`config.mk`:
```
export PLATFORM = sky130hd
export DESIGN_NAME = twdl_gen_top
export DESIGN_NICKNAME = d
export VERILOG_FILES = /design/src/logic/twdl_pkg.sv /design/src/logic/twdl_cfg_regs.sv /design/src/logic/cordic_rotator.sv /design/src/logic/coeff_twdl.sv /design/src/logic/twdl_gen_top.sv
export VERILOG_INCLUDE_DIRS = /design/src /design/src/logic
export SDC_FILE = /design/constraint.sdc
export NUM_CORES = 2
export LEC_CHECK = 0
export BUFFER_PORTS_ARGS = -buffer_cell sky130_fd_sc_hd__buf_2
export CAP_MARGIN = 20
export CORE_MARGIN = 3
export CORE_UTILIZATION = 40
export CTS_BUF_LIST = sky130_fd_sc_hd__clkbuf_8
export DETAILED_ROUTE_END_ITERATION = 12
export GPL_TIMING_DRIVEN = 1
export PLACE_DENSITY = 0.55
export SLEW_MARGIN = 20
export SYNTH_ARGS = -nofsm -noshare
export SYNTH_HDL_FRONTEND = slang
export SYNTH_SLANG_ARGS = --single-unit
```
`constraint.sdc`:
```
create_clock -name clk -period 14.79 [get_ports clk]
set_input_delay 1.479 -clock clk [delete_from_list [all_inputs] [get_ports clk]]
set_output_delay 1.479 -clock clk [all_outputs]
set_load 0.01 [all_outputs]
```
`src/logic/twdl_consts.svh`:
```
// ----------------------------------------------------------
// widths, amplitude and CORDIC sizing for the twiddle generator
// ----------------------------------------------------------
`ifndef TWDL_CONSTS_SVH
`define TWDL_CONSTS_SVH

// phase is a fraction of a full turn, 2^20 units per turn
`define TWDL_W_PHASE 20

// transform size N and the step remainder
`define TWDL_W_DEN 12

// signed output component
`define TWDL_W_OUT 16

// unit amplitude of cos / sin at the outputs
`define TWDL_AMP 16384

// start vector, amplitude over the CORDIC gain 1.647
`define TWDL_CORDIC_X0 9948

// fractional guard bits inside the CORDIC datapath
`define TWDL_W_GUARD 4

// shift-add micro-rotations
`define TWDL_STAGES 16

// phase register to output: fold + iterations + output reg
`define TWDL_LATENCY 18

`endif

```
`src/logic/twdl_pkg.sv`:
```
// ----------------------------------------------------------
// config opcodes, handshake states, phase and sample types
// ----------------------------------------------------------
`include "twdl_consts.svh"

package twdl_pkg;

	// config port opcodes
	typedef enum logic [2:0] {
		OP_SET_DEN = 3'd0,
		OP_SET_QUO = 3'd1,
		OP_SET_REM = 3'd2,
		OP_RUN     = 3'd3,
		OP_HALT    = 3'd4
	} twdl_op_e;

	// four-phase req/ack slave states
	typedef enum logic {
		CFG_IDLE  = 1'b0,
		CFG_ACKED = 1'b1
	} cfg_state_e;

	typedef logic [`TWDL_W_PHASE-1:0] phase_t;
	typedef logic [`TWDL_W_DEN-1:0] den_t;
	typedef logic signed [`TWDL_W_OUT-1:0] sample_t;

endpackage

```
`src/logic/twdl_cfg_regs.sv`:
```
// ----------------------------------------------------------
// req/ack config slave holding N, step quotient/remainder, run
// ----------------------------------------------------------
`timescale 1ns/1ps
`include "twdl_consts.svh"

module twdl_cfg_regs (
	input  logic                     clk,
	input  logic                     rst_n,
	input  logic                     cfg_req,
	input  twdl_pkg::twdl_op_e       cfg_op,
	input  logic [`TWDL_W_PHASE-1:0] cfg_data,
	output logic                     cfg_ack,
	output twdl_pkg::den_t           den,
	output twdl_pkg::phase_t         step_quo,
	output twdl_pkg::den_t           step_rem,
	output logic                     run
);

	twdl_pkg::cfg_state_e state;
	logic write_en;

	// accept only from idle, so a req held high is not taken twice
	assign write_en = (state == twdl_pkg::CFG_IDLE) && cfg_req;
	assign cfg_ack = (state == twdl_pkg::CFG_ACKED);

	// ------------------------------------------------------------
	// handshake FSM
	// ------------------------------------------------------------
	always_ff @(posedge clk) begin
		if (!rst_n) begin
			state <= twdl_pkg::CFG_IDLE;
		end else begin
			case (state)
				twdl_pkg::CFG_IDLE: begin
					// ack one clock after req seen
					if (cfg_req)
						state <= twdl_pkg::CFG_ACKED;
				end
				default: begin
					// drop ack one clock after req falls
					if (!cfg_req)
						state <= twdl_pkg::CFG_IDLE;
				end
			endcase
		end
	end

	// ------------------------------------------------------------
	// field writes on entry to acked
	// ------------------------------------------------------------
	always_ff @(posedge clk) begin
		if (!rst_n) begin
			den <= '0;
			step_quo <= '0;
			step_rem <= '0;
			run <= 1'b0;
		end else if (write_en) begin
			case (cfg_op)
				twdl_pkg::OP_SET_DEN: den <= cfg_data[`TWDL_W_DEN-1:0];
				twdl_pkg::OP_SET_QUO: step_quo <= cfg_data;
				twdl_pkg::OP_SET_REM: step_rem <= cfg_data[`TWDL_W_DEN-1:0];
				twdl_pkg::OP_RUN: run <= 1'b1;
				twdl_pkg::OP_HALT: run <= 1'b0;
				// unknown codes still get acked, nothing written
				default: ;
			endcase
		end
	end

	// ack only ever answers a req from the previous clock
	a_ack_after_req: assert property (@(posedge clk) disable iff (!rst_n)
		$rose(cfg_ack) |-> $past(cfg_req));

	// remainder math needs a nonzero modulus once running
	a_run_needs_den: assert property (@(posedge clk) disable iff (!rst_n)
		run |-> (den != '0));

endmodule

```
`src/logic/cordic_rotator.sv`:
```
// ----------------------------------------------------------
// pipelined rotation-mode CORDIC, quadrant fold and valid pipe
// ----------------------------------------------------------
`timescale 1ns/1ps
`include "twdl_consts.svh"

module cordic_rotator (
	input  logic                clk,
	input  logic                rst_n,
	input  logic                in_valid,
	input  twdl_pkg::phase_t    phase,
	output logic                out_valid,
	output twdl_pkg::sample_t   cos_out,
	output twdl_pkg::sample_t   sin_out
);

	localparam int STAGES = `TWDL_STAGES;
	localparam int LATENCY = `TWDL_LATENCY;
	localparam int GUARD = `TWDL_W_GUARD;
	// amplitude plus guard bits plus headroom for the gain
	localparam int W_XY = `TWDL_W_OUT + GUARD + 2;
	// residual angle, signed, in phase units
	localparam int W_Z = `TWDL_W_PHASE + 1;

	localparam logic signed [W_XY-1:0] X_START = W_XY'(`TWDL_CORDIC_X0 << GUARD);
	localparam logic signed [W_XY-1:0] HALF_LSB = W_XY'(1 << (GUARD - 1));

	// atan(2^-i) in units of 2^-20 turn
	localparam logic signed [W_Z-1:0] ATAN [0:STAGES-1] = '{
		131072, 77376, 40884, 20753, 10417, 5213, 2607, 1304,
		652, 326, 163, 81, 41, 20, 10, 5
	};

	// index 0 is the fold register, index k the result of iteration k-1
	logic signed [W_XY-1:0] x_pipe [0:STAGES];
	logic signed [W_XY-1:0] y_pipe [0:STAGES];
	logic signed [W_Z-1:0] z_pipe [0:STAGES];
	logic [1:0] quad_pipe [0:STAGES];
	logic [LATENCY-1:0] valid_pipe;

	// rounded first-quadrant results
	logic signed [W_XY-1:0] x_rnd;
	logic signed [W_XY-1:0] y_rnd;
	twdl_pkg::sample_t c_q;
	twdl_pkg::sample_t s_q;

	// ------------------------------------------------------------
	// fold and micro-rotations
	// ------------------------------------------------------------
	always_ff @(posedge clk) begin
		// top two bits pick the quadrant, rest is in [0, 90 deg)
		x_pipe[0] <= X_START;
		y_pipe[0] <= '0;
		z_pipe[0] <= {{(W_Z - `TWDL_W_PHASE + 2){1'b0}}, phase[`TWDL_W_PHASE-3:0]};
		quad_pipe[0] <= phase[`TWDL_W_PHASE-1:`TWDL_W_PHASE-2];

		for (int i = 0; i < STAGES; i++) begin
			// drive residual toward zero
			if (!z_pipe[i][W_Z-1]) begin
				x_pipe[i+1] <= x_pipe[i] - (y_pipe[i] >>> i);
				y_pipe[i+1] <= y_pipe[i] + (x_pipe[i] >>> i);
				z_pipe[i+1] <= z_pipe[i] - ATAN[i];
			end else begin
				x_pipe[i+1] <= x_pipe[i] + (y_pipe[i] >>> i);
				y_pipe[i+1] <= y_pipe[i] - (x_pipe[i] >>> i);
				z_pipe[i+1] <= z_pipe[i] + ATAN[i];
			end
			quad_pipe[i+1] <= quad_pipe[i];
		end
	end

	// valid rides alongside, last bit is the output register
	always_ff @(posedge clk) begin
		if (!rst_n)
			valid_pipe <= '0;
		else
			valid_pipe <= {valid_pipe[LATENCY-2:0], in_valid};
	end

	// ------------------------------------------------------------
	// round off guard bits, undo the quadrant fold
	// ------------------------------------------------------------
	assign x_rnd = (x_pipe[STAGES] + HALF_LSB) >>> GUARD;
	assign y_rnd = (y_pipe[STAGES] + HALF_LSB) >>> GUARD;
	assign c_q = x_rnd[`TWDL_W_OUT-1:0];
	assign s_q = y_rnd[`TWDL_W_OUT-1:0];

	always_ff @(posedge clk) begin
		if (!rst_n) begin
			cos_out <= '0;
			sin_out <= '0;
		end else if (valid_pipe[STAGES]) begin
			// hold last sample between bursts
			case (quad_pipe[STAGES])
				2'd0: begin
					cos_out <= c_q;
					sin_out <= s_q;
				end
				2'd1: begin
					cos_out <= -s_q;
					sin_out <= c_q;
				end
				2'd2: begin
					cos_out <= -c_q;
					sin_out <= -s_q;
				end
				default: begin
					cos_out <= s_q;
					sin_out <= -c_q;
				end
			endcase
		end
	end

	assign out_valid = valid_pipe[LATENCY-1];

endmodule

```
`src/logic/coeff_twdl.sv`:
```
// ----------------------------------------------------------
// mixed-radix phase accumulator feeding the CORDIC, conj output
// ----------------------------------------------------------
`timescale 1ns/1ps
`include "twdl_consts.svh"

module coeff_twdl (
	input  logic                clk,
	input  logic                rst_n,
	input  twdl_pkg::den_t      den,
	input  twdl_pkg::phase_t    step_quo,
	input  twdl_pkg::den_t      step_rem,
	input  logic                run,
	output logic                out_valid,
	output twdl_pkg::sample_t   dout_real,
	output twdl_pkg::sample_t   dout_imag
);

	// exact phase is acc_quo + acc_rem/den in turn units
	twdl_pkg::phase_t acc_quo;
	twdl_pkg::den_t acc_rem;
	twdl_pkg::phase_t quo_next;
	twdl_pkg::den_t rem_next;
	// one extra bit so the remainder sum cannot wrap
	logic [`TWDL_W_DEN:0] rem_sum;
	logic [`TWDL_W_DEN:0] rem_diff;
	logic carry;

	// registered CORDIC input
	twdl_pkg::phase_t phase_q;
	logic valid_q;

	twdl_pkg::sample_t cos_out;
	twdl_pkg::sample_t sin_out;

	// ------------------------------------------------------------
	// modulo-N remainder, carry into the quotient
	// ------------------------------------------------------------
	assign rem_sum = {1'b0, acc_rem} + {1'b0, step_rem};
	assign rem_diff = rem_sum - {1'b0, den};
	assign carry = (rem_sum >= {1'b0, den});
	assign rem_next = carry ? rem_diff[`TWDL_W_DEN-1:0] : rem_sum[`TWDL_W_DEN-1:0];
	// quotient wraps mod one turn
	assign quo_next = acc_quo + step_quo + {{(`TWDL_W_PHASE-1){1'b0}}, carry};

	always_ff @(posedge clk) begin
		if (!rst_n || !run) begin
			// halted: restart from phase 0 on next run
			acc_quo <= '0;
			acc_rem <= '0;
		end else begin
			acc_quo <= quo_next;
			acc_rem <= rem_next;
		end
	end

	// sample n enters the rotator one clock after the accumulator holds it
	always_ff @(posedge clk) begin
		if (!rst_n)
			valid_q <= 1'b0;
		else
			valid_q <= run;
	end

	always_ff @(posedge clk) begin
		phase_q <= acc_quo;
	end

	cordic_rotator u_cordic (
		.clk       (clk),
		.rst_n     (rst_n),
		.in_valid  (valid_q),
		.phase     (phase_q),
		.out_valid (out_valid),
		.cos_out   (cos_out),
		.sin_out   (sin_out)
	);

	// exp(-j*theta): conjugate by flipping the sine
	assign dout_real = cos_out;
	assign dout_imag = -sin_out;

	// remainder is a proper residue mod N for as long as we run
	a_rem_below_den: assert property (@(posedge clk) disable iff (!rst_n)
		run |-> (acc_rem < den));

endmodule

```
`src/logic/twdl_gen_top.sv`:
```
// ----------------------------------------------------------
// top level, config slave plus twiddle generator
// ----------------------------------------------------------
`timescale 1ns/1ps
`include "twdl_consts.svh"

module twdl_gen_top (
	input  logic                     clk,
	input  logic                     rst_n,
	input  logic                     cfg_req,
	input  twdl_pkg::twdl_op_e       cfg_op,
	input  logic [`TWDL_W_PHASE-1:0] cfg_data,
	output logic                     cfg_ack,
	output logic                     out_valid,
	output twdl_pkg::sample_t        dout_real,
	output twdl_pkg::sample_t        dout_imag
);

	// held config, changes one clock after its write
	twdl_pkg::den_t den;
	twdl_pkg::phase_t step_quo;
	twdl_pkg::den_t step_rem;
	logic run;

	twdl_cfg_regs u_cfg (
		.clk      (clk),
		.rst_n    (rst_n),
		.cfg_req  (cfg_req),
		.cfg_op   (cfg_op),
		.cfg_data (cfg_data),
		.cfg_ack  (cfg_ack),
		.den      (den),
		.step_quo (step_quo),
		.step_rem (step_rem),
		.run      (run)
	);

	// run rise to first out_valid is 19 clocks
	coeff_twdl u_twdl (
		.clk       (clk),
		.rst_n     (rst_n),
		.den       (den),
		.step_quo  (step_quo),
		.step_rem  (step_rem),
		.run       (run),
		.out_valid (out_valid),
		.dout_real (dout_real),
		.dout_imag (dout_imag)
	);

endmodule

```
==> flow_summary.yaml <==
floorplanning:
  core_area_sq_um: 172000
  placement_rows: 152
  pin_count: 60
  die_w_um: 423
  die_h_um: 423
  dieArea_sq_um: 179000
  initial_core_util_pct: 40.4
clock_network:
  cts_tree: "built"
  cts_buffer_depth: 3
  holdBufCountCts: 0
  cts_sinks: 1089
  clkSlewWorstSetupHoldPaths_ns: 0.06
  cts_setup_buffers: 0
  root_buffer: "clkbuf_8"
  cts_made_buffers: 192
  clock_latency_ns: 0.93
  cts_resized: 0
  cts-htree-levels: 4
setup_path:
  path_class: "reg -> reg"
  critPathTopFamily: "compound AO/OA/AOI/OAI gates"
  cp_max_fo: 14
  crit_slowest_cell: "fa_1"
  cp.buffers_inverters: 2
  cp-end-kind: "register"
  path_common_cell: "a21oi_1"
  critical_path_arrival_ns: 7.04
  critPathMaxStageDelay_ns: 0.54
  required_ns: 15.67
  cp-start-kind: "register"
  r2r_slack_ns: 8.62
logic_synthesis:
  postSynthAreaPerCell_sq_um: 8.83
  synth_edf_count: 0
  syn_nets: 8807
  yosys_warnings: 0
  synth-seq-cells: 1089
  synth_flop_cell: "dfxtp_1"
  synth-async-reset-ratio_pct: 0
  seq_area_frac_synth_pct: 31.4
  synthCells: 7866
  netlist_area_sq_um: 69500
  synth_cell_types: 93
final_layout:
  area.growth.synth_to_final_pct: 10.7
  final_cell_mix: "dfxtp_1, ha_1, nor2_1, a21oi_1, xnor2_1"
  ff_latch_area_sq_um: 21800
  fill_cells: 16800
  fin_cells: 10500
  mostFrequentLayoutCell: "dfxtp_1"
  multi_input_area_sq_um: 46000
  final_area_sq_um: 76900
  fin_nets: 8962
  drive_gt1_share_pct: 6.42
routing:
  ant_nets: 0
  wl_met1_mm: 81.7
  drc: 0
  finalWirelength_mm: 172
  drt_iter0_drc: 2770
  firstDrtPassIters: 7
  dr_wl_met3_mm: 5.31
  via_per_inst: 5.25
  detail_route.wl_per_cell_um: 16.4
  dr_wl_met2_mm: 79.7
  dr.max_layer_used: "met4"
  via_count: 55100
grt:
  grt_usage_pct: 18.9
  grt_max_degree: 86
  grt_remaining_overflow: 0
  grt_first_pass_wirelength_mm: 280
  grt_pass1_vias: 53900
  antenna_found_initial: 2
timing:
  slew_violations: 0
  tightest_slew_ns: 1.01
  slew_headroom_pct: 32.3
  finalSetupTns_ns: 0
  rsz0062_at_grt: "false"
  setup_viol: 0
  fin_crit_ns: 6.17
  finClkSkew_ns: 0.0592
  period_share_pct: 41.7
  fmax_mhz: 162
  hold_viol_final: 0
min_path:
  hold_path_class: "reg -> reg"
status:
  outcome: "complete, no violations"
place:
  gp_congestion: 0.882
  placed_cell_area_sq_um: 72400
  dp_hpwl_mm: 134
  port_buffers: 59
  post-place-cells: 10100
flow_run:
  cap_violations: 0
[path summary, 6_finish.rpt]
check	startpoint	cells after the start	endpoint
worst max-delay path	u_cfg.step_rem[0]$_SDFFE_PN0P_	26	u_twdl.acc_quo[18]$_SDFF_PP0_
worst min-delay path	u_twdl.phase_q[1]$_DFF_P_	0	u_twdl.u_cordic.z_pipe[0][1]$_DFF_P_
worst max register to register	u_cfg.step_rem[0]$_SDFFE_PN0P_	26	u_twdl.acc_quo[18]$_SDFF_PP0_
worst min register to register	u_twdl.phase_q[1]$_DFF_P_	0	u_twdl.u_cordic.z_pipe[0][1]$_DFF_P_
[cell families after synthesis]
group           after synthesis  share of synthesized area [%]
compound gates             2073                           19.1
simple gates               2204                           15.3
flops                      1089                           31.4
xor+xnor                   1031                           13.0
buf+inv                     446                           2.45
mux                         108                           1.85
fa+ha+maj                   915                           16.9
[synth_stat cells (24+ instances only)]
cell / instances / area share [%]
dfxtp_1: 1089 / 31
ha_1: 875 / 16
nor2_1: 718 / 3.9
a21oi_1: 691 / 5.0
xnor2_1: 681 / 8.6
nand2_1: 410 / 2.2
xor2_1: 350 / 4.4
o21ai_0: 346 / 2.5
inv_1: 319 / 1.7
nor3_1: 255 / 1.8
a21o_1: 228 / 2.5
nor2b_1: 159 / 1.4
o21a_1: 157 / 1.7
nand3_1: 143 / 1.0
a31oi_1: 96 / 0.86
nand2b_1: 96 / 0.86
and3_1: 89 / 0.80
clkbuf_1: 89 / 0.48
a211oi_1: 87 / 0.94
or3_1: 75 / 0.68
mux2i_1: 72 / 1.0
and2_1: 69 / 0.62
o21bai_1: 57 / 0.62
a21boi_0: 54 / 0.58
or2_2: 45 / 0.41
o31ai_1: 42 / 0.45
fa_1: 40 / 1.2
nor4_1: 37 / 0.33
nand4_1: 31 / 0.28
a211o_1: 25 / 0.32
o31a_1: 24 / 0.30
[metrics by stage]
| step | hold slack, ns | setup WS, ns | utilization (%) |
|---|---|---|---|
| floorplan | 0.310 | 9.42 | - |
| finish | 0.315 | 8.62 | 44.7 |
| global route | 0.324 | 8.01 | 44.7 |
| CTS | 0.317 | 8.55 | 44.7 |
| global placement | 0.310 | 8.55 | 42.0 |
| detailed placement | 0.312 | 8.60 | 42.0 |
[area by class of cell]
cell class	instances	area share (%)
multi-input cells	6331	59.8
flip-flops and latches	1089	28.4
clock buffers	249	4.46
well taps	2310	3.76
inverters	325	1.59
clock inverters	101	1.43
repair buffers	82	0.609
diodes	2	0.00651
[flip-flops by register name (all words and copies together) (netlist names)]
register and flops:
u_twdl.acc_rem 12, u_twdl.u_cordic.cos_out 16, u_twdl.phase_q 20, u_twdl.acc_quo 20
u_twdl.u_cordic.z_pipe 308, u_twdl.u_cordic.valid_pipe 18, u_twdl.u_cordic.y_pipe 298, u_cfg.den 12
u_twdl.valid_q 1, u_twdl.u_cordic.x_pipe 300, u_cfg.cfg_ack 1, u_cfg.step_rem 12
u_twdl.u_cordic.sin_out 16, u_cfg.step_quo 20, u_twdl.u_cordic.quad_pipe 34, u_cfg.run 1
[worst reg2reg max path, delay by kind of cell, from the launching register on]
kind,cells,cell delay [ns]
muxes,1,0.20
AOI/OAI and AO/OA,14,2.99
DFF,1,0.34
adders and majority gates,5,1.86
xor gates and xnor gates,1,0.17
buffers and inverters,2,0.13
and+or+nand+nor,3,0.42
[metal layers]
layer	global-route usage, %	up-vias
met5	0	-
met4	6.53	0
met3	2.64	275
met2	31.8	789
met1	24.6	25600
li1	-	28400
Power is left out: the tool's default activity adds up to more than one toggle a clock period on the data nets, which glitch-free logic cannot reach.
